## config.mk

```make
export PLATFORM = sky130hd
export DESIGN_NAME = tiler_decode
export DESIGN_NICKNAME = d
export VERILOG_FILES = /design/src/verilog/gemm_cfg_pkg.sv /design/src/verilog/tile_plan_pkg.sv /design/src/verilog/tiler_decode.sv
export VERILOG_INCLUDE_DIRS = /design/src /design/src/verilog
export SDC_FILE = /design/constraint.sdc
export NUM_CORES = 1
export LEC_CHECK = 0
export BUFFER_PORTS_ARGS = -buffer_cell sky130_fd_sc_hd__buf_2
export CAP_MARGIN = 20
export CELL_PAD_IN_SITES_DETAIL_PLACEMENT = 1
export CELL_PAD_IN_SITES_GLOBAL_PLACEMENT = 1
export CORE_UTILIZATION = 42
export CTS_BUF_LIST = sky130_fd_sc_hd__clkbuf_4
export CTS_CLUSTER_DIAMETER = 120
export DETAILED_ROUTE_END_ITERATION = 12
export PLACE_DENSITY_LB_ADDON = 0.15
export REMOVE_ABC_BUFFERS = 1
export SYNTH_ARGS = -nofsm -noshare
export SYNTH_HDL_FRONTEND = slang
export SYNTH_SLANG_ARGS = --single-unit
```

## constraint.sdc

```tcl
create_clock -name clk_int -period 28.9 [get_ports clk_int]
set_input_delay 5.78 -clock clk_int [delete_from_list [all_inputs] [get_ports clk_int]]
set_output_delay 5.78 -clock clk_int [all_outputs]
set_load 0.01 [all_outputs]
```

## src/verilog/tiler_consts.svh

```systemverilog
// Array geometry and width constants for the GEMM tiler
// Include this wherever tile sizes, element size or dimension widths are needed
`ifndef TILER_CONSTS_SVH
`define TILER_CONSTS_SVH

// Rows of the systolic array, sets the X row tile
`define TILER_ARRAY_WIDTH 12

// Columns of the array, sets the W row and X slot granularity
`define TILER_ARRAY_HEIGHT 4

// Pipeline registers inside each processing element
`define TILER_PIPE_REGS 3

// Bytes per stored element
`define TILER_ELEM_BYTES 2

// Width of one matrix dimension, also the narrow multiplier operand
`define TILER_DIM_W 16

`endif

```

## src/verilog/gemm_cfg_pkg.sv

```systemverilog
// Types for the job that software writes into the tiler
// Sizes, the requested operation and the element format
`include "tiler_consts.svh"

package gemm_cfg_pkg;

  // Matrix size or iteration count
  typedef logic [`TILER_DIM_W-1:0] dim_t;

  // Operation codes, code 7 is reserved
  typedef enum logic [2:0] {
    MATMUL = 3'd0,
    GEMM   = 3'd1,
    ADDMAX = 3'd2,
    ADDMIN = 3'd3,
    MULMAX = 3'd4,
    MULMIN = 3'd5,
    MAXMIN = 3'd6
  } gemm_op_e;

  // Element formats as seen by software
  typedef enum logic [2:0] {
    FLOAT32    = 3'd0,
    FLOAT16    = 3'd1,
    FLOAT8     = 3'd2,
    FLOAT16ALT = 3'd3,
    FLOAT8ALT  = 3'd4
  } gemm_fmt_e;

endpackage

```

## src/verilog/tile_plan_pkg.sv

```systemverilog
// Types for the plan handed to the array controller
// Encodings follow the FPU of the two floating-point stages
package tile_plan_pkg;

  typedef enum logic [2:0] {
    RNE = 3'b000,
    RTZ = 3'b001
  } rnd_mode_e;

  typedef enum logic [4:0] {
    FPU_FMADD  = 5'd0,
    FPU_ADD    = 5'd2,
    FPU_MUL    = 5'd3,
    FPU_MINMAX = 5'd7
  } fpu_op_e;

  typedef enum logic [2:0] {
    FPU_FLOAT32 = 3'd0,
    FPU_FP16    = 3'd2,
    FPU_FP8     = 3'd3,
    FPU_FP16ALT = 3'd4,
    FPU_FP8ALT  = 3'd5
  } fpu_fmt_e;

  // Selection word, MSB first
  typedef struct packed {
    rnd_mode_e  stage1_rnd;
    rnd_mode_e  stage2_rnd;
    fpu_op_e    stage1_op;
    fpu_op_e    stage2_op;
    fpu_fmt_e   in_fmt;
    fpu_fmt_e   comp_fmt;
    logic [8:0] spare;
    logic       gemm_sel;
  } op_sel_t;

endpackage

```

## src/verilog/tiler_decode.sv

```systemverilog
// First tiler stage, captures a job and decodes its tiling
// Iteration counts, leftovers, slots, strides and the FPU selection word
// Owns the busy level, a start while busy is dropped
`timescale 1ns/1ns
`include "tiler_consts.svh"

module tiler_decode (
  input  logic                    clk_int,
  input  logic                    rst_ni,
  input  logic                    clear_i,
  input  logic                    start_i,
  input  gemm_cfg_pkg::dim_t      m_size_i,
  input  gemm_cfg_pkg::dim_t      k_size_i,
  input  gemm_cfg_pkg::dim_t      n_size_i,
  input  gemm_cfg_pkg::gemm_op_e  op_i,
  input  gemm_cfg_pkg::gemm_fmt_e fmt_i,
  input  logic                    done_i,
  output logic                    dec_valid_o,
  output gemm_cfg_pkg::dim_t      x_rows_iter_o,
  output gemm_cfg_pkg::dim_t      x_cols_iter_o,
  output gemm_cfg_pkg::dim_t      w_rows_iter_o,
  output gemm_cfg_pkg::dim_t      w_cols_iter_o,
  output logic [31:0]             lftovr_o,
  output gemm_cfg_pkg::dim_t      x_slots_o,
  output logic [31:0]             x_d1_stride_o,
  output logic [31:0]             w_d0_stride_o,
  output tile_plan_pkg::op_sel_t  op_sel_o
);

  import gemm_cfg_pkg::*;
  import tile_plan_pkg::*;

  localparam dim_t tile_rows = dim_t'(`TILER_ARRAY_WIDTH);
  localparam dim_t tile_cols = dim_t'(`TILER_ARRAY_HEIGHT * (`TILER_PIPE_REGS + 1));
  localparam dim_t col_gran  = dim_t'(`TILER_ARRAY_HEIGHT);
  localparam logic [31:0] elem_bytes = 32'(`TILER_ELEM_BYTES);

  dim_t     x_rows_lft, x_cols_lft, w_rows_lft, w_cols_lft;
  dim_t     x_slots_d;
  fpu_fmt_e fpu_fmt;
  op_sel_t  op_sel_d;
  logic     busy_q, launch_q, accept;

  assign x_rows_lft = m_size_i % tile_rows;
  assign x_cols_lft = n_size_i % tile_cols;
  assign w_cols_lft = k_size_i % tile_cols;
  assign w_rows_lft = n_size_i % col_gran;

  // Partial X column tile rounded up to whole array columns
  assign x_slots_d = ((x_cols_lft + col_gran - 1'b1) / col_gran) * col_gran;

  always_comb begin
    case (fmt_i)
      FLOAT16:    fpu_fmt = FPU_FP16;
      FLOAT8:     fpu_fmt = FPU_FP8;
      FLOAT16ALT: fpu_fmt = FPU_FP16ALT;
      FLOAT8ALT:  fpu_fmt = FPU_FP8ALT;
      default:    fpu_fmt = FPU_FLOAT32;
    endcase
  end

  always_comb begin
    op_sel_d            = '0;
    op_sel_d.stage2_op  = FPU_MINMAX;
    op_sel_d.in_fmt     = fpu_fmt;
    op_sel_d.comp_fmt   = fpu_fmt;
    op_sel_d.gemm_sel   = (op_i != MATMUL);
    op_sel_d.stage1_rnd = (op_i == MAXMIN) ? RTZ : RNE;
    // The max stages and the reserved code truncate in stage 2
    op_sel_d.stage2_rnd = (op_i inside {MATMUL, GEMM, ADDMIN, MULMIN, MAXMIN}) ? RNE : RTZ;
    case (op_i)
      MATMUL, GEMM:   op_sel_d.stage1_op = FPU_FMADD;
      ADDMAX, ADDMIN: op_sel_d.stage1_op = FPU_ADD;
      MULMAX, MULMIN: op_sel_d.stage1_op = FPU_MUL;
      default:        op_sel_d.stage1_op = FPU_MINMAX;
    endcase
  end

  assign accept = start_i && !busy_q && !clear_i;

  // Count stage is launched the cycle after the job is captured
  always_ff @(posedge clk_int or negedge rst_ni) begin
    if (!rst_ni) begin
      busy_q      <= 1'b0;
      launch_q    <= 1'b0;
      dec_valid_o <= 1'b0;
    end else if (clear_i) begin
      busy_q      <= 1'b0;
      launch_q    <= 1'b0;
      dec_valid_o <= 1'b0;
    end else begin
      launch_q    <= accept;
      dec_valid_o <= launch_q;
      if (accept) begin
        busy_q <= 1'b1;
      end else if (done_i) begin
        busy_q <= 1'b0;
      end
    end
  end

  always_ff @(posedge clk_int) begin
    if (accept) begin
      x_rows_iter_o <= m_size_i / tile_rows + dim_t'(x_rows_lft != '0);
      x_cols_iter_o <= n_size_i / tile_cols + dim_t'(x_cols_lft != '0);
      w_cols_iter_o <= k_size_i / tile_cols + dim_t'(w_cols_lft != '0);
      w_rows_iter_o <= (w_rows_lft != '0) ? n_size_i + col_gran - w_rows_lft : n_size_i;
      lftovr_o      <= {x_rows_lft[7:0], x_cols_lft[7:0], w_rows_lft[7:0], w_cols_lft[7:0]};
      x_slots_o     <= x_slots_d;
      x_d1_stride_o <= elem_bytes * 32'(n_size_i);
      w_d0_stride_o <= elem_bytes * 32'(k_size_i);
      op_sel_o      <= op_sel_d;
    end
  end

  a_dec_valid_pulse : assert property (@(posedge clk_int) disable iff (!rst_ni)
    dec_valid_o |=> !dec_valid_o);

endmodule

```

==> flow_results.org <==
** Place
- Final GP Congestion :: 0.7979
- Summed over all nets, the half-perimeter wirelength after detailed placement is 13540 um.
- Port buffer count :: 180
- Placement Setup Slack :: 18.16 ns

** Clock tree
- TritonCTS Sinks :: 110
- Post-CTS Setup Inserts :: 0
- Buffer depth of the longest clock path :: 2
- The H-tree was split into 3 levels.
- CTS Buf Count :: 9
- For the worst-skew pair, the clock arrives at the later sink with an insertion delay of ~0.48 ns.
- Clock tree from TritonCTS :: done
- Gates resized during post-CTS repair numbered 0.
- Number of buffers inserted for hold repair after clock tree synthesis :: 0
- Clock Pin Slew Worst Setup and Hold Paths :: 0.17 ns
- The cell sitting at the root of the clock tree is a clkbuf_4.

** Timing
- In the post-route analysis, the smallest setup slack over all paths is between 15 and 20 ns.
- At the pin with the least slew margin, the transition time is a little under 0.9 ns.
- Final worst hold slack :: between 0.4 and 0.5 ns
- The number of hold violations in the final report was 0.
- Setup violations remaining at the end of the flow were counted as 0.
- For the finished layout, the period the worst path requires is about 10 ns.
- Worst max-slew margin expressed relative to the limit :: approximately 41%
- Setup TNS :: 0 ns
- Number of slew-limit violations in the final report :: 0
- Clock Skew :: about 0.022 ns
- Of the available clock period, the critical path in the final layout requires 35.44%.
- Upper clock frequency limit :: about 0.1 GHz
- Setup repair after global routing left no endpoint under its margin.

** Worst setup path
- CP delay by family, top :: compound AO/OA/AOI/OAI gates
- STA classifies the critical path endpoint as a flop.
- Data arrives at the worst endpoint at ~10 ns.
- Data required time at the worst endpoint :: between 20 and 30 ns
- The largest single stage delay on the critical path is ~0.57 ns.
- Cell at the slowest stage of the critical path :: o21ai_0
- Critical path type :: input port to flop
- Worst-path maximum fanout :: 22
- The worst setup path is launched from an input port.
- Counting both buffers and inverters, the worst setup path holds a total of 1.
- Traced cell by cell, the critical path runs through buf_2, nor2b_1, a21oi_1, o22ai_1, o21ai_0, nor2_1, o41ai_1, o31ai_1, nor3_1, or2_1, mux2_4, o32a_1, ha_1, o21ai_0, or3_1, o41ai_1, o311ai_0.

** GRT
- First-pass GRT wire length :: ~28000 um
- The via count of the first global-routing pass came to roughly 5.3k.
- Number of antenna violations at the first check in global routing :: 1
- Pin count of the biggest net entering global routing :: 73
- GR Util All Layers :: approximately a fifth
- GR Overflow Total :: 0

** Synthesis
- Biggest area contributors in the synthesized netlist :: edfxtp_1 44%, buf_4 11%, ha_1 5.5%
- Yosys printed 0 warnings.
- Cell taking the most area after synthesis :: edfxtp_1
- Synthesis produced 702 cells.
- For this run, asynchronously set or reset flops after synthesis account for 2.727%.
- Top flip-flop cell by instance count after synthesis :: edfxtp_1
- Netlist Area Pre-Place :: 7320 um2
- The synthesized design devotes to its leading area cell type 43.90% of total area.
- Yosys mapped the design onto 82 distinct sky130hd cell types.
- After synthesis, flip-flops and latches occupy between 40 and 50% of the total area.
- Counting flops and latches in the post-synthesis netlist gives 110.
- Syn Area/Cell :: between 10 and 15 um2
- Post-synth EDFFs :: around 110

** Finish
- Counting the fill cells in the layout gives about 2.0k.
- Final-stage net count :: ~950
- Area growth, synth to finish :: 11.01%
- The post-route netlist has 26.60% of its cells at a drive strength greater than 1.
- The multi-input combinational cells in the finished layout cover a total of 3352 um2.
- Sequential cell area in the final layout :: about 3300 um2

** Die
- Number of top-level design ports :: roughly 270
- The floorplan step set the die width to about 130 um.
- The die covers about 18000 um2.
- Site row count :: 47
- Starting utilization of the core area :: a little over two fifths
- The core region is 16820 um2.
- Die outline height :: roughly 130 um

** Min path
- Class of the tightest hold or removal check :: flop to flop

** Routing
- First DRT Iteration DRCs :: between 200 and 250
- After detailed routing, the number of remaining DRC violations is 0.
- Number of detailed-route iterations in the first pass :: 4
- Post-route ant nets :: 0
- Via-to-Cell Ratio :: ~5
- Final wirelength :: 17400 um
- Total number of vias :: 5514
- Final routed wire length divided by cell count :: 16.08 um

** Outcome
- Outcome :: complete, no violations

** Power
- For this design the ratio of total power to cell area is roughly 46 nW/um2.
- IR drop worst, VDD :: 0.00002147 V
- Total leakage power :: about 3.4 nW

** Job
- Total of max-cap violations :: 0
==> synthesized netlist by cell type (5+ instances only) <==
library cell,n
nor3_1,8
buf_4,103
and3_1,9
nand2_1,46
o21a_1,6
nor2b_1,6
clkbuf_1,16
nand3_1,20
nor2_1,46
o21ai_0,42
ha_1,32
o22ai_1,8
o21bai_1,13
xnor2_1,41
o31ai_1,8
xor2_1,9
nor3b_1,6
a211oi_1,5
buf_2,10
nand2b_1,7
edfxtp_1,107
a21oi_1,24
inv_1,31
==> sequential cells by signal, summed over array words and instances (netlist names), 8 cells and up <==
register,cells
w_d0_stride_o,16
w_rows_iter_o,16
x_d1_stride_o,16
x_rows_iter_o,14
w_cols_iter_o,13
x_cols_iter_o,13
op_sel_o,9
lftovr_o,8
==> worst register-to-register path: cells and delay by family (launching register included) <==
family	cells	cell delay [ns]
and+or+nand+nor	1	0.20
DFF	1	0.44
buffers and inverters	1	0.71
==> logic make-up after synthesis <==
group / after synthesis / share of synthesized area [%]
buffers and inverters: 164 / 14.17
flip-flops: 110 / 44.92
multiplexers: 8 / 1.573
AO/OA/AOI/OAI: 150 / 14.46
adder cells (fa/ha/maj): 32 / 5.470
other: 2 / 0.1026
AND/OR/NAND/NOR: 186 / 13.32
XOR/XNOR: 50 / 5.983
==> final timing paths <==
path / cells after the start / to / from / slack, ns
worst max-delay path: 17 / x_rows_iter_o[7] / m_size_i[15] / 18.66
worst min-delay path: 1 / dec_valid_o / launch_q / 0.50
worst max register to register: 2 / lftovr_o[28] / busy_q / 27.13
worst min register to register: 1 / dec_valid_o / launch_q / 0.50
max in group asynchronous: 1 / dec_valid_o / rst_ni / 23.74
min in group asynchronous: 1 / busy_q / rst_ni / 5.05
==> layout by cell type, fill, tap and decap left out, types with 6 or more instances in the layout <==
cell / netlist / layout
a21oi_1: 24 / 24
and3_1: 9 / 9
buf_2: 10 / 180
clkbuf_4: 0 / 10
conb_1: 2 / 94
edfxtp_1: 107 / 107
ha_1: 32 / 32
inv_1: 31 / 31
nand2_1: 46 / 46
nand2b_1: 7 / 7
nand3_1: 20 / 20
nor2_1: 46 / 45
nor2b_1: 6 / 6
nor3_1: 8 / 8
o21a_1: 6 / 6
o21ai_0: 42 / 42
o21bai_1: 13 / 13
o22ai_1: 8 / 8
o31ai_1: 8 / 7
xnor2_1: 41 / 41
xor2_1: 9 / 9
==> per-layer routing <==
layer / routed length, um / global-route usage (%)
met5: 0 / 0
met4: 423 / 7.054
met3: 857 / 2.834
met2: 9186 / 35.52
met1: 6930 / 22.51
==> report_power, final <==
group / internal, W / leakage, nW / switching (W)
clock: 0.0000360 / 0.0861 / 0.0000498
sequential: 0.000187 / 1.03 / 0.00000213
combinational: 0.0000363 / 2.27 / 0.0000632
total: 0.000259 / 3.38 / 0.000115
==> area by class of cell <==
cell class	count	share of cell area, %
diodes	1	0.03080
flip-flops and latches	110	40.47
clock inverters	6	1.047
clock buffers	10	0.9239
repair buffers	184	11.46
multi-input cells	520	41.25
inverters	31	1.432
well taps	220	3.388
==> per-stage QoR <==
stage / power [W] / cell area (um2) / util, % / cells
floorplan: 0.0002578 / 6744 / - / 661
global placement: 0.0002877 / 7963 / 47.34 / 1065
detailed placement: 0.0002917 / 7963 / 47.34 / 1065
CTS: 0.0003777 / 8123 / 48.30 / 1081
global route: 0.0003931 / 8125 / 48.31 / 1082
finish: 0.0003742 / 8125 / 48.31 / 1082
(Power assumes the default switching activity.)
