<file path="src/verilog/tiler_consts.svh">
// Array geometry and width constants for the GEMM tiler
// Include this wherever tile sizes, element size or dimension widths are needed
`ifndef TILER_CONSTS_SVH
`define TILER_CONSTS_SVH

// Rows of the systolic array, sets the X row tile
`define TILER_ARRAY_WIDTH 12

// Columns of the array, sets the W row and X slot granularity
`define TILER_ARRAY_HEIGHT 4

// Pipeline registers inside each processing element
`define TILER_PIPE_REGS 3

// Bytes per stored element
`define TILER_ELEM_BYTES 2

// Width of one matrix dimension, also the narrow multiplier operand
`define TILER_DIM_W 16

`endif

</file>
<file path="src/verilog/gemm_cfg_pkg.sv">
// Types for the job that software writes into the tiler
// Sizes, the requested operation and the element format
`include "tiler_consts.svh"

package gemm_cfg_pkg;

  // Matrix size or iteration count
  typedef logic [`TILER_DIM_W-1:0] dim_t;

  // Operation codes, code 7 is reserved
  typedef enum logic [2:0] {
    MATMUL = 3'd0,
    GEMM   = 3'd1,
    ADDMAX = 3'd2,
    ADDMIN = 3'd3,
    MULMAX = 3'd4,
    MULMIN = 3'd5,
    MAXMIN = 3'd6
  } gemm_op_e;

  // Element formats as seen by software
  typedef enum logic [2:0] {
    FLOAT32    = 3'd0,
    FLOAT16    = 3'd1,
    FLOAT8     = 3'd2,
    FLOAT16ALT = 3'd3,
    FLOAT8ALT  = 3'd4
  } gemm_fmt_e;

endpackage

</file>
<file path="src/verilog/tiler_count.sv">
// Second tiler stage, derives the job totals from the iteration counts
// A 16x16 product feeds two parallel 16x32 products that finish together
`timescale 1ns/1ns
`include "tiler_consts.svh"

module tiler_count (
  input  logic               clk_int,
  input  logic               rst_ni,
  input  logic               clear_i,
  input  logic               dec_valid_i,
  input  gemm_cfg_pkg::dim_t x_rows_iter_i,
  input  gemm_cfg_pkg::dim_t x_cols_iter_i,
  input  gemm_cfg_pkg::dim_t w_rows_iter_i,
  input  gemm_cfg_pkg::dim_t w_cols_iter_i,
  output logic               cnt_valid_o,
  output gemm_cfg_pkg::dim_t tot_stores_o,
  output logic [31:0]        tot_x_read_o,
  output logic [31:0]        w_tot_len_o
);

  localparam int unsigned dim_w = `TILER_DIM_W;
  localparam int unsigned tot_w = 32;

  logic                   tiles_done, xr_done, wl_done;
  logic [2*dim_w-1:0]     tiles_prod;
  logic [dim_w+tot_w-1:0] xr_prod, wl_prod;

  // Output tiles, x_rows_iter * w_cols_iter
  tiler_seq_mult #(.AW(dim_w), .BW(dim_w)) i_tiles_mult (
    .clk_int (clk_int),
    .rst_ni  (rst_ni),
    .clear_i (clear_i),
    .start_i (dec_valid_i),
    .a_i     (x_rows_iter_i),
    .b_i     (w_cols_iter_i),
    .done_o  (tiles_done),
    .prod_o  (tiles_prod)
  );

  // X reads, one per tile and X column step
  tiler_seq_mult #(.AW(dim_w), .BW(tot_w)) i_x_read_mult (
    .clk_int (clk_int),
    .rst_ni  (rst_ni),
    .clear_i (clear_i),
    .start_i (tiles_done),
    .a_i     (x_cols_iter_i),
    .b_i     (tiles_prod),
    .done_o  (xr_done),
    .prod_o  (xr_prod)
  );

  // W words, one per tile and W row
  tiler_seq_mult #(.AW(dim_w), .BW(tot_w)) i_w_len_mult (
    .clk_int (clk_int),
    .rst_ni  (rst_ni),
    .clear_i (clear_i),
    .start_i (tiles_done),
    .a_i     (w_rows_iter_i),
    .b_i     (tiles_prod),
    .done_o  (wl_done),
    .prod_o  (wl_prod)
  );

  assign tot_stores_o = tiles_prod[dim_w-1:0];
  assign tot_x_read_o = xr_prod[tot_w-1:0];
  assign w_tot_len_o  = wl_prod[tot_w-1:0];
  assign cnt_valid_o  = xr_done && wl_done;

  a_pair_in_step : assert property (@(posedge clk_int) disable iff (!rst_ni)
    xr_done == wl_done);

endmodule

</file>
<file path="src/verilog/tiler_seq_mult.sv">
// Sequential shift-add multiplier, one bit of B per cycle
// Pulse start_i with stable operands, done_o pulses BW+1 cycles later
`timescale 1ns/1ns

module tiler_seq_mult #(
  parameter int unsigned AW = 16,
  parameter int unsigned BW = 16
) (
  input  logic             clk_int,
  input  logic             rst_ni,
  input  logic             clear_i,
  input  logic             start_i,
  input  logic [AW-1:0]    a_i,
  input  logic [BW-1:0]    b_i,
  output logic             done_o,
  output logic [AW+BW-1:0] prod_o
);

  localparam int unsigned cnt_w = $clog2(BW);

  logic             running_q;
  logic [cnt_w-1:0] step_q;
  logic             last_step;
  logic             load;
  logic [AW+BW-1:0] a_sh_q;
  logic [AW+BW-1:0] acc_q;
  logic [BW-1:0]    b_sh_q;

  assign load      = start_i && !running_q && !clear_i;
  assign last_step = (step_q == cnt_w'(BW - 1));

  always_ff @(posedge clk_int or negedge rst_ni) begin
    if (!rst_ni) begin
      running_q <= 1'b0;
      step_q    <= '0;
      done_o    <= 1'b0;
    end else if (clear_i) begin
      running_q <= 1'b0;
      step_q    <= '0;
      done_o    <= 1'b0;
    end else begin
      done_o <= running_q && last_step;
      if (load) begin
        running_q <= 1'b1;
        step_q    <= '0;
      end else if (running_q) begin
        step_q <= step_q + 1'b1;
        if (last_step) begin
          running_q <= 1'b0;
        end
      end
    end
  end

  // Accumulate A shifted by the current bit position of B
  always_ff @(posedge clk_int) begin
    if (load) begin
      a_sh_q <= {{BW{1'b0}}, a_i};
      b_sh_q <= b_i;
      acc_q  <= '0;
    end else if (running_q) begin
      if (b_sh_q[0]) begin
        acc_q <= acc_q + a_sh_q;
      end
      a_sh_q <= a_sh_q << 1;
      b_sh_q <= b_sh_q >> 1;
    end
  end

  assign prod_o = acc_q;

  a_done_single : assert property (@(posedge clk_int) disable iff (!rst_ni)
    done_o |=> !done_o);

  // Upstream must wait for done before launching the next product
  a_no_restart : assert property (@(posedge clk_int) disable iff (!rst_ni || clear_i)
    start_i |-> !running_q);

endmodule

</file>
<file path="config.mk">
export PLATFORM = sky130hd
export DESIGN_NAME = tiler_count
export DESIGN_NICKNAME = d
export VERILOG_FILES = /design/src/verilog/gemm_cfg_pkg.sv /design/src/verilog/tiler_count.sv /design/src/verilog/tiler_seq_mult.sv
export VERILOG_INCLUDE_DIRS = /design/src /design/src/verilog
export SDC_FILE = /design/constraint.sdc
export NUM_CORES = 1
export LEC_CHECK = 0
export BUFFER_PORTS_ARGS = -buffer_cell sky130_fd_sc_hd__buf_2
export CAP_MARGIN = 20
export CORE_ASPECT_RATIO = 0.5
export CORE_MARGIN = 2
export CORE_UTILIZATION = 55
export DETAILED_ROUTE_END_ITERATION = 12
export PLACE_DENSITY = 0.87
export SLEW_MARGIN = 25
export SYNTH_ARGS = -nofsm -noshare
export SYNTH_HDL_FRONTEND = slang
export SYNTH_SLANG_ARGS = --single-unit
</file>
<file path="constraint.sdc">
create_clock -name clk_int -period 5.45 [get_ports clk_int]
set_input_delay 0.8175 -clock clk_int [delete_from_list [all_inputs] [get_ports clk_int]]
set_output_delay 0.8175 -clock clk_int [all_outputs]
set_load 0.05 [all_outputs]
</file>
==> results.json, run 1 <==
{
  "final_cell_area_um2": 17980,
  "cts_buffers": 27,
  "busiest_layer": "met2",
  "cp_common_cell": "o211ai_2",
  "syn2layout_area_growth_pct": 12.20,
  "antenna_found_initial": 1,
  "port-buffer-count": 148,
  "final_cells": 2262,
  "dp_cells": 2211,
  "drive_gt1_share_pct": 15.24,
  "postPlaceCellArea_um2": 16950,
  "synth_cells": 1757,
  "yosys.area.top_type": "edfxtp_1",
  "synth_seq_area_share_pct": 45.10,
  "fp.coreArea_um2": 28850,
  "relSlewSlack_pct": 34.97,
  "first_iter_violations": 1171,
  "layout_common_cells": "426 x nand2_1, 163 x a21oi_1, 148 x buf_2",
  "critPathLaunchType": "flip-flop",
  "synth_top_area_share_pct": 23.99,
  "slowest_stage": "a2111oi_4",
  "grt_pass1_vias": 12513,
  "dieArea_um2": 30600,
  "synth_ff_type": "dfxtp_1",
  "met2_usage_pct": 40.25,
  "setup_viol": 0,
  "finalCriticalPeriod_ps": 3263,
  "cts_root_buffer": "clkbuf_16",
  "path_clk_slew_ps": 70,
  "cp_num_buf_inv": 0,
  "cts_tree": "done",
  "end_kind": "flip-flop",
  "slew_violations": 0,
  "cts.path.max_buffers": 3,
  "max_freq_mhz": 306.5,
  "path_cells": "ha_1 > fa_1 > a21oi_2 > o211ai_2 > a41oi_2 > o21ai_2 > a2111oi_4 > nor3_2 > a2111oi_2 > mux2i_1 > o211ai_2",
  "post-route-period-util_pct": 59.87,
  "hold_viol_final": 0,
  "slowest_delay_ps": 480,
  "grt-ovfl-total": 0,
  "fillers": 2316,
  "min_path_type": "in -> async",
  "met3_usage_pct": 4.309,
  "post-cts-setup-buffers": 0,
  "via_count": 13195,
  "wl_per_cell_um": 16.97,
  "dr.pass1.iters": 5,
  "status": "finished, final reports clean",
  "htreeDepth": 1,
  "async_flop_share_pct": 6.849,
  "crit_arrival_ps": 3700,
  "reg2reg_depth": 11,
  "crit_end": "i_x_read_mult.prod_o[28]",
  "gp_congestion": 0.9071,
  "final_nets": 2019,
  "vias_per_cell": 5.833,
  "cts_resized": 0,
  "initial_core_util_pct": 55.54,
  "r2r-end": "i_x_read_mult.prod_o[28]",
  "rsz0062_at_grt": "false",
  "cp.depth": 11,
  "fin_skew_ps": 15.00,
  "ant_nets": 0,
  "final_common_cell": "nand2_1",
  "path_delay_family": "compound AO/OA/AOI/OAI gates",
  "hold_buffers": 0,
  "power.density_nw_per_um2": 368.6,
  "crit_fanout": 3,
  "drv_cap": 0,
  "avgSynthCellArea_um2": 9.119,
  "ff2ff_setup_slack_ps": 2190,
  "grt.met1_usage_pct": 33.09,
  "synth_nets": 1926,
  "syn_area_um2": 16020,
  "synth_seq_cells": 292,
  "ioPinCount": 149,
  "required_ps": 5890,
  "startpoint": "i_x_read_mult.a_sh_q[0]",
  "grt_util_all_layers_pct": 24.52,
  "synth_edf_count": 128,
  "dp.final_hpwl_um": 26050,
  "die_x_um": 245.4,
  "cts.sinks": 292,
  "worst_skew_pair.late_latency_ps": 560,
  "path_class": "reg -> reg",
  "route.detailed.drc": 0,
  "num_rows": 44,
  "netlist_top_cells_area": "edfxtp_1 24%, dfxtp_1 18%, nand2_1 10%",
  "die_y_um": 124.7,
  "peakVddDrop_mv": 0.2588,
  "grt_pass1_wl_um": 61920,
  "yosys_warnings": 0,
  "grt_max_degree": 78,
  "rr_startpoint": "i_x_read_mult.a_sh_q[0]",
  "ys_types": 77,
  "p_leak_nw": 7.789,
  "finalWirelength_um": 38380,
  "tightest_slew_ps": 975.4,
  "tns_ps": 0
}
==> cells in the mapped netlist, types with 5 or more instances <==
library cell,count
and3_1,12
o21a_1,6
o211ai_1,8
a22oi_1,7
or3_1,6
edfxtp_1,128
nor4b_1,5
nand4_1,11
xor2_1,28
buf_4,16
mux2i_1,10
inv_1,28
buf_1,9
a22o_1,35
dfrtp_1,20
a211oi_1,11
a31oi_1,11
o21bai_1,15
nor2b_1,10
nand3_1,42
nand2b_1,11
nor3_1,15
ha_1,98
mux2_2,48
o22ai_1,8
nor2_1,88
a21oi_1,163
o21ai_0,82
xnor2_1,50
nor3b_1,12
nand2_1,426
dfxtp_1,144
and2_1,10
a21o_1,33
clkbuf_1,74
==> cell families (layout without fill, tap and decap cells) <==
logic type                 Yosys count  count (layout)  synth area share [%]
and+or+nand+nor                    667             667                 17.91
other                                0               1                     0
DFF                                292             292                 45.10
xor gates and xnor gates            78              78                 4.264
buffers and inverters              128             241                 3.381
muxes                               58              58                 3.998
adders and majority gates          101             101                 8.028
AOI/OAI and AO/OA                  433             433                 17.32
==> stage by stage <==
stage / utilization [%] / total power [mW] / hold WS, ps / setup slack [ps]
final: 62.32 / 6.626 / 203.2 / 2187
after global routing: 62.32 / 6.914 / 233.8 / 2008
after CTS: 62.20 / 6.625 / 203.2 / 2214
after detailed placement: 58.76 / 4.520 / 467.1 / 2081
after global placement: 58.76 / 4.479 / 456.2 / 2114
after floorplan: - / 4.144 / 433.4 / 2301
==> routing by layer <==
layer  share of wire, %  wire length (µm)
met5                  0                 0
met2                 47             17980
met3                5.9              2264
met1                 44             17000
met4                3.0              1134
==> worst min path at each step <==
stage | start | end | slack, ps | cells after the start
3_3_place_gp | i_x_read_mult.prod_o[8] | i_x_read_mult.prod_o[8] | 460 | 2
4_1_cts | rst_ni | i_x_read_mult.step_q[4] | 200 | 1
6_report | rst_ni | i_w_len_mult.running_q | 200 | 1
3_5_place_dp | i_x_read_mult.prod_o[8] | i_x_read_mult.prod_o[8] | 470 | 2
5_1_grt | rst_ni | i_tiles_mult.step_q[2] | 230 | 1
2_1_floorplan | i_tiles_mult.prod_o[31] | i_tiles_mult.prod_o[31] | 430 | 1
==> power by group <==
group / total, mW / internal [mW] / switching, mW
registers: 2.67 / 2.46 / 0.206
logic: 1.83 / 0.621 / 1.21
clock network: 2.12 / 1.26 / 0.858
total: 6.63 / 4.35 / 2.28
==> area by class of cell <==
cell class	count	area [µm²]	area share, %
timing repair buffer	164	880.8	4.900
sequential	292	7227	40.20
multi-input combinational	1337	8279	46.05
clock buffer	33	749.5	4.169
inverter	28	107.6	0.5986
antenna	1	2.502	0.01392
tap	391	489.2	2.721
clock inverter	16	241.5	1.343
==> flip-flops by register name, indices dropped and copies added, names as in the netlist, 4 cells and up <==
name                  cells
i_tiles_mult.a_sh_q      32
i_tiles_mult.prod_o      32
i_w_len_mult.a_sh_q      32
i_w_len_mult.b_sh_q      32
i_w_len_mult.prod_o      32
i_x_read_mult.a_sh_q     32
i_x_read_mult.b_sh_q     32
i_x_read_mult.prod_o     32
i_tiles_mult.b_sh_q      16
i_w_len_mult.step_q       5
i_x_read_mult.step_q      5
i_tiles_mult.step_q       4
Note: power is estimated with default switching activity, not from simulation.
==> inputs of run 2 (changes only) <==
- CORE_UTILIZATION: 55 -> 54
- PLACE_DENSITY: 0.87 -> 0.88
- clock period: 5.45 -> 2.8 ns (I/O delays scaled with it)
==> run 2 against run 1 <==
- the run now ends with setup timing left
- highest routed layer unchanged
- sequential power grew 93%
- cell area up 3.8%
- die area up 1.8%
- global-route usage down 0.22 points
- sequential share of layout area down 1.4 points
- final cell count up 2.9%
- largest cell class unchanged
- flip-flop and latch count did not move
==> results.json, run 2 (synthesis results as in run 1) <==
{
  "grt_util_all_layers_pct": 24.29,
  "layout_common_cells": "426 x nand2_1, 149 x a21oi_1, 148 x buf_2",
  "min_path_type": "in -> reg",
  "crit_arrival_ps": 3410,
  "final_cells": 2328,
  "power_mw": 13.14,
  "slew_violations": 0,
  "grt_pass1_wl_um": 62560,
  "port-buffer-count": 148,
  "path_class": "reg -> reg",
  "cts.sinks": 292,
  "final_common_cell": "nand2_1",
  "first_iter_violations": 1140,
  "critPathLaunchType": "flip-flop",
  "tightest_slew_ps": 752.8,
  "syn2layout_area_growth_pct": 16.48,
  "cts_tree": "done",
  "grt_pass1_vias": 12735,
  "gp_congestion": 0.9376,
  "dp_cells": 2270,
  "dp.final_hpwl_um": 26850,
  "p_leak_nw": 8.105,
  "grt_max_degree": 70,
  "fin_skew_ps": 25.79,
  "die_y_um": 125.8,
  "reg2reg_depth": 11,
  "status": "finished with violations",
  "route.detailed.drc": 0,
  "post-route-period-util_pct": 106.2,
  "crit_fanout": 3,
  "hold_ws_ps": 112.8,
  "rsz0062_at_grt": "true",
  "dr.pass1.iters": 6,
  "cts_buffers": 27,
  "via_count": 13569,
  "drv_cap": 0,
  "hold_viol_final": 0,
  "finalWirelength_um": 39500,
  "max_freq_mhz": 336.3,
  "setup_ws_ps": -173.2,
  "violations": "setup timing",
  "power.density_nw_per_um2": 703.9,
  "tns_ps": -232.0,
  "ioPinCount": 149,
  "min_path_cells": 3,
  "vias_per_cell": 5.829,
  "peakVddDrop_mv": 0.5292,
  "htreeDepth": 1,
  "grt-ovfl-total": 0,
  "relSlewSlack_pct": 49.60,
  "required_ps": 3240,
  "setup_viol": 3,
  "ant_nets": 0,
  "antenna_found_initial": 0,
  "path_clk_slew_ps": 80,
  "preCtsSetupSlack_ps": -117.5,
  "num_rows": 44,
  "end_kind": "flip-flop",
  "dieArea_um2": 31150,
  "drive_gt1_share_pct": 20.25,
  "fp.coreArea_um2": 29070,
  "initial_core_util_pct": 55.12,
  "cts.path.max_buffers": 3,
  "die_x_um": 247.6,
  "wl_per_cell_um": 16.97,
  "cts_root_buffer": "clkbuf_16",
  "worst_skew_pair.late_latency_ps": 570,
  "finalCriticalPeriod_ps": 2973,
  "final_nets": 2084
}
[run 2: cell types whose count changed in the layout (fill, tap and decap cells not counted), sizes merged, moves of 2 or more]
cell      before  now
buf          164  228
clkinv         8   11
clkbuf        33   30
clkinvlp       3    1
inv           27   31
[run 2: what timing repair did]
action / CTS / global route
setup buffers: 0 / 6
hold buffers: 1 / 0
endpoints found under the setup margin: 9 / 27
gates cloned: 0 / 0
resized for setup: 6 / 45
hold endpoints to repair: 20 / 0
pin swaps: 2 / 15
[run 2: power by group]
| group | total (mW) | internal (mW) | switching [mW] | leakage [nW] |
|---|---|---|---|---|
| Sequential | 5.14 | 4.80 | 0.339 | 2.65 |
| Combinational | 4.07 | 1.51 | 2.56 | 5.01 |
| Clock | 3.93 | 2.24 | 1.69 | 0.450 |
[run 2: worst paths after layout]
kind / startpoint / end / slack [ps]
min reg2reg: i_w_len_mult.prod_o[0] / i_w_len_mult.prod_o[0] / 470
max reg2reg: i_x_read_mult.a_sh_q[0] / i_x_read_mult.prod_o[28] / -170
max in group asynchronous: rst_ni / i_w_len_mult.step_q[0] / 2090
min in group asynchronous: rst_ni / i_x_read_mult.step_q[1] / 400
max: i_x_read_mult.a_sh_q[0] / i_x_read_mult.prod_o[28] / -170
min: x_rows_iter_i[14] / i_tiles_mult.a_sh_q[14] / 110
[run 2: final cells by class]
class                           instances  area [µm²]
Tap cell                              391       489.2
Multi-Input combinational cell       1337        8494
Timing Repair Buffer                  229        1414
Sequential cell                       292        7239
Clock inverter                         20       231.5
Fill cell                            2277       10410
Antenna cell                            1       2.502
Clock buffer                           30       686.9
Inverter                               28       105.1
[run 2: critical path, stage by stage (launching register included)]
cell,delay [ps]
edfxtp_1,450
ha_4,200
fa_2,380
a21oi_4,180
o211ai_2,120
a41oi_2,220
o21ai_2,130
a2111oi_4,380
nor3_2,90
a2111oi_4,350
mux2i_1,250
o211ai_2,90
[run 2: metrics by stage]
step           util (%)  cell area [µm²]
6_report          64.20            18660
5_1_grt           64.20            18660
4_1_cts           63.34            18410
3_5_place_dp      60.11            17470
3_3_place_gp      60.11            17470
2_1_floorplan         -            16040
[run 2: per-layer routing]
layer	global-route usage, %	wire (µm)
met1	32.43	17210
met2	40.16	18460
met3	4.199	2312
met4	8.242	1520
met5	0	0
==> inputs of run 3 (changes only) <==
- ABC_AREA: not set -> 1
- CORE_UTILIZATION: 54 -> 55
- PLACE_DENSITY: 0.88 -> 0.89
==> run 3 against run 2 <==
- the run now ends clean
- critical path depth rose by 1
- synthesized cell count rose by 57%
- core utilization fell by 2.7 points
- clock power fell by 2%
- worst setup slack improved by 840 ps
- clock-buffer cell count rose by 3
- sequential share of layout area fell by 4.7 points
- sequential power rose by 1%
- first-iteration DRC count rose by 29%
- worst hold slack improved by 14 ps
- critical path type unchanged
- largest cell class unchanged
- largest power group unchanged
- highest routed layer unchanged
==> results.json, run 3 <==
{
  "reg2reg_depth": 12,
  "final_cells": 3369,
  "fp.coreArea_um2": 34410,
  "synth_edf_count": 128,
  "ff2ff_setup_slack_ps": 670,
  "status": "finished, final reports clean",
  "cts.sinks": 292,
  "vias_per_cell": 5.102,
  "peakVddDrop_mv": 0.5716,
  "grt-ovfl-total": 0,
  "synth_fa_ha_area_share_pct": 6.716,
  "switchingPower_mw": 5.141,
  "min_path_type": "in -> reg",
  "cts_tree": "done",
  "synth_seq_area_share_pct": 37.73,
  "slew_violations": 0,
  "dp_cells": 3318,
  "hold_viol_final": 0,
  "p_leak_nw": 11.80,
  "wl_per_cell_um": 14.53,
  "min_path_cells": 2,
  "path_class": "reg -> reg",
  "die_y_um": 136.0,
  "post-route-util_pct": 61.54,
  "cts_buffers": 27,
  "setup_viol": 0,
  "cts_root_buffer": "clkbuf_16",
  "synthXorXnorAreaFrac_pct": 2.149,
  "num_rows": 48,
  "synth_seq_cells": 292,
  "postPlaceCellArea_um2": 20270,
  "cts.path.max_buffers": 3,
  "via_count": 17190,
  "htreeDepth": 1,
  "hold_end": "i_tiles_mult.b_sh_q[10]",
  "synth-compound-area-share_pct": 9.251,
  "p_sw_share_pct": 38.43,
  "grt_util_all_layers_pct": 26.87,
  "rr_startpoint": "i_w_len_mult.a_sh_q[0]",
  "ys_types": 39,
  "async_flop_share_pct": 6.849,
  "layout_common_cells": "897 x nand2_1, 597 x inv_1, 182 x o21ai_0",
  "port-buffer-count": 148,
  "pwr-share-clk_pct": 28.9,
  "worst_skew_pair.late_latency_ps": 580,
  "final_cell_area_um2": 21180,
  "route.detailed.drc": 0,
  "post-cts-setup-buffers": 0,
  "crit_arrival_ps": 2610,
  "muxShareOfSynthArea_pct": 3.528,
  "antenna_found_initial": 0,
  "gp_congestion": 0.9901,
  "post-route-period-util_pct": 76.05,
  "tightest_slew_ps": 743.7,
  "final_nets": 3042,
  "fin_skew_ps": 13.60,
  "avgSynthCellArea_um2": 6.944,
  "syn2layout_area_growth_pct": 10.57,
  "power.internal_mw": 8.237,
  "tns_ps": 0,
  "hold_path.startpoint": "w_cols_iter_i[10]",
  "ioPinCount": 149,
  "synth-simple-area-share_pct": 26.52,
  "finalWirelength_um": 48940,
  "dr.pass1.iters": 6,
  "synth_top_area_share_pct": 20.07,
  "drive_gt1_share_pct": 11.09,
  "die_x_um": 267.9,
  "path_clk_slew_ps": 70,
  "synth_nets": 2927,
  "grt_max_degree": 129,
  "final_common_cell": "nand2_1",
  "end_kind": "flip-flop",
  "post-synth-top-count-cell": "nand2_1",
  "finalCriticalPeriod_ps": 2130,
  "rsz0062_at_grt": "false",
  "syn_area_um2": 19150,
  "combinationalPowerShare_pct": 32.4,
  "seq_power_share_pct": 38.8,
  "drv_cap": 0,
  "synth_ff_type": "dfxtp_1",
  "dieArea_um2": 36420,
  "power_mw": 13.38,
  "yosys_warnings": 0,
  "synth_cells": 2758,
  "crit_fanout": 4,
  "synth_top_family_by_area": "simple AND/OR/NAND/NOR gates",
  "initial_core_util_pct": 55.65,
  "yosys.area.top_type": "edfxtp_1",
  "grt_pass1_vias": 16236,
  "relSlewSlack_pct": 50.42,
  "max_freq_mhz": 469.6,
  "synth_common_cells": "899 x nand2_1, 597 x inv_1, 182 x o21ai_0, 151 x nand3_1, 144 x dfxtp_1",
  "grt_pass1_wl_um": 78770,
  "dp.final_hpwl_um": 36940,
  "power.density_nw_per_um2": 631.7,
  "startpoint": "i_w_len_mult.a_sh_q[0]",
  "netlist_top_cells_area": "edfxtp_1 20%, nand2_1 18%, dfxtp_1 15%",
  "r2r-end": "i_w_len_mult.prod_o[28]",
  "required_ps": 3280,
  "num_antenna_cells": 0,
  "first_iter_violations": 1466,
  "ant_nets": 0,
  "critPathLaunchType": "flip-flop"
}
==> run 3: metrics by stage <==
| step | worst slack, ps | hold WS (ps) |
|---|---|---|
| after detailed placement | 707.9 | 398.4 |
| final | 670.5 | 126.9 |
| after global placement | 763.3 | 389.5 |
| after floorplan | 237.0 | 124.4 |
| after CTS | 697.9 | 109.9 |
| after global routing | 437.7 | 128.2 |
==> run 3: what timing repair did <==
action                     in CTS  in global routing
setup endpoints to repair       0                  0
hold endpoints to repair       20                  0
resized for setup               0                  0
hold buffers                    1                  0
==> run 3: worst max-delay path by stage <==
stage / endpoint / slack, ps
final: i_w_len_mult.prod_o[28] / 670
after global routing: i_tiles_mult.prod_o[20] / 440
after CTS: i_tiles_mult.prod_o[20] / 700
after detailed placement: i_tiles_mult.prod_o[20] / 710
after global placement: i_tiles_mult.prod_o[20] / 760
after floorplan: i_x_read_mult.a_sh_q[0] / 240
==> run 3: area by class of cell <==
class,instances,area (µm²)
Clock buffer,33,708.2
Multi-Input combinational cell,1780,9249
Sequential cell,292,7227
Inverter,601,2258
Fill cell,3045,13240
Tap cell,475,594.3
Timing Repair Buffer,171,953.4
Clock inverter,17,186.4
==> run 3: metal layers <==
metal | share of wire, % | global-route usage, % | wire [µm] | vias up
li1 | - | - | - | 8746
met1 | 45 | 35.09 | 21880 | 7862
met2 | 47 | 46.42 | 23050 | 501
met3 | 6.0 | 4.329 | 2915 | 81
met4 | 2.2 | 7.294 | 1100 | 0
met5 | 0 | 0 | 0 | -
==> run 3: cells by family after synthesis <==
family | Yosys count
simple gates | 1249
buf+inv | 686
compound gates | 323
flops | 292
fa+ha+maj | 101
mux | 60
xor+xnor | 47
==> run 3: worst max-delay path: stages (launching register included) <==
cell      delay [ps]
edfxtp_1         400
ha_1             250
fa_1             450
nand3_1          110
nand3_1          150
nand3_1          110
nand3_1          150
nand2_1          120
nand2_1           60
nand2_1           60
nand3_1           60
nand2_1           90
inv_1             30
==> run 3: power groups by stage <==
stage	logic [mW]	clock network (mW)	registers (mW)
after global routing	4.77	4.06	5.22
final	4.33	3.86	5.19
after detailed placement	4.25	0	5.27
after CTS	4.28	3.91	5.18
after global placement	4.14	0	5.25
after floorplan	2.98	0	5.52
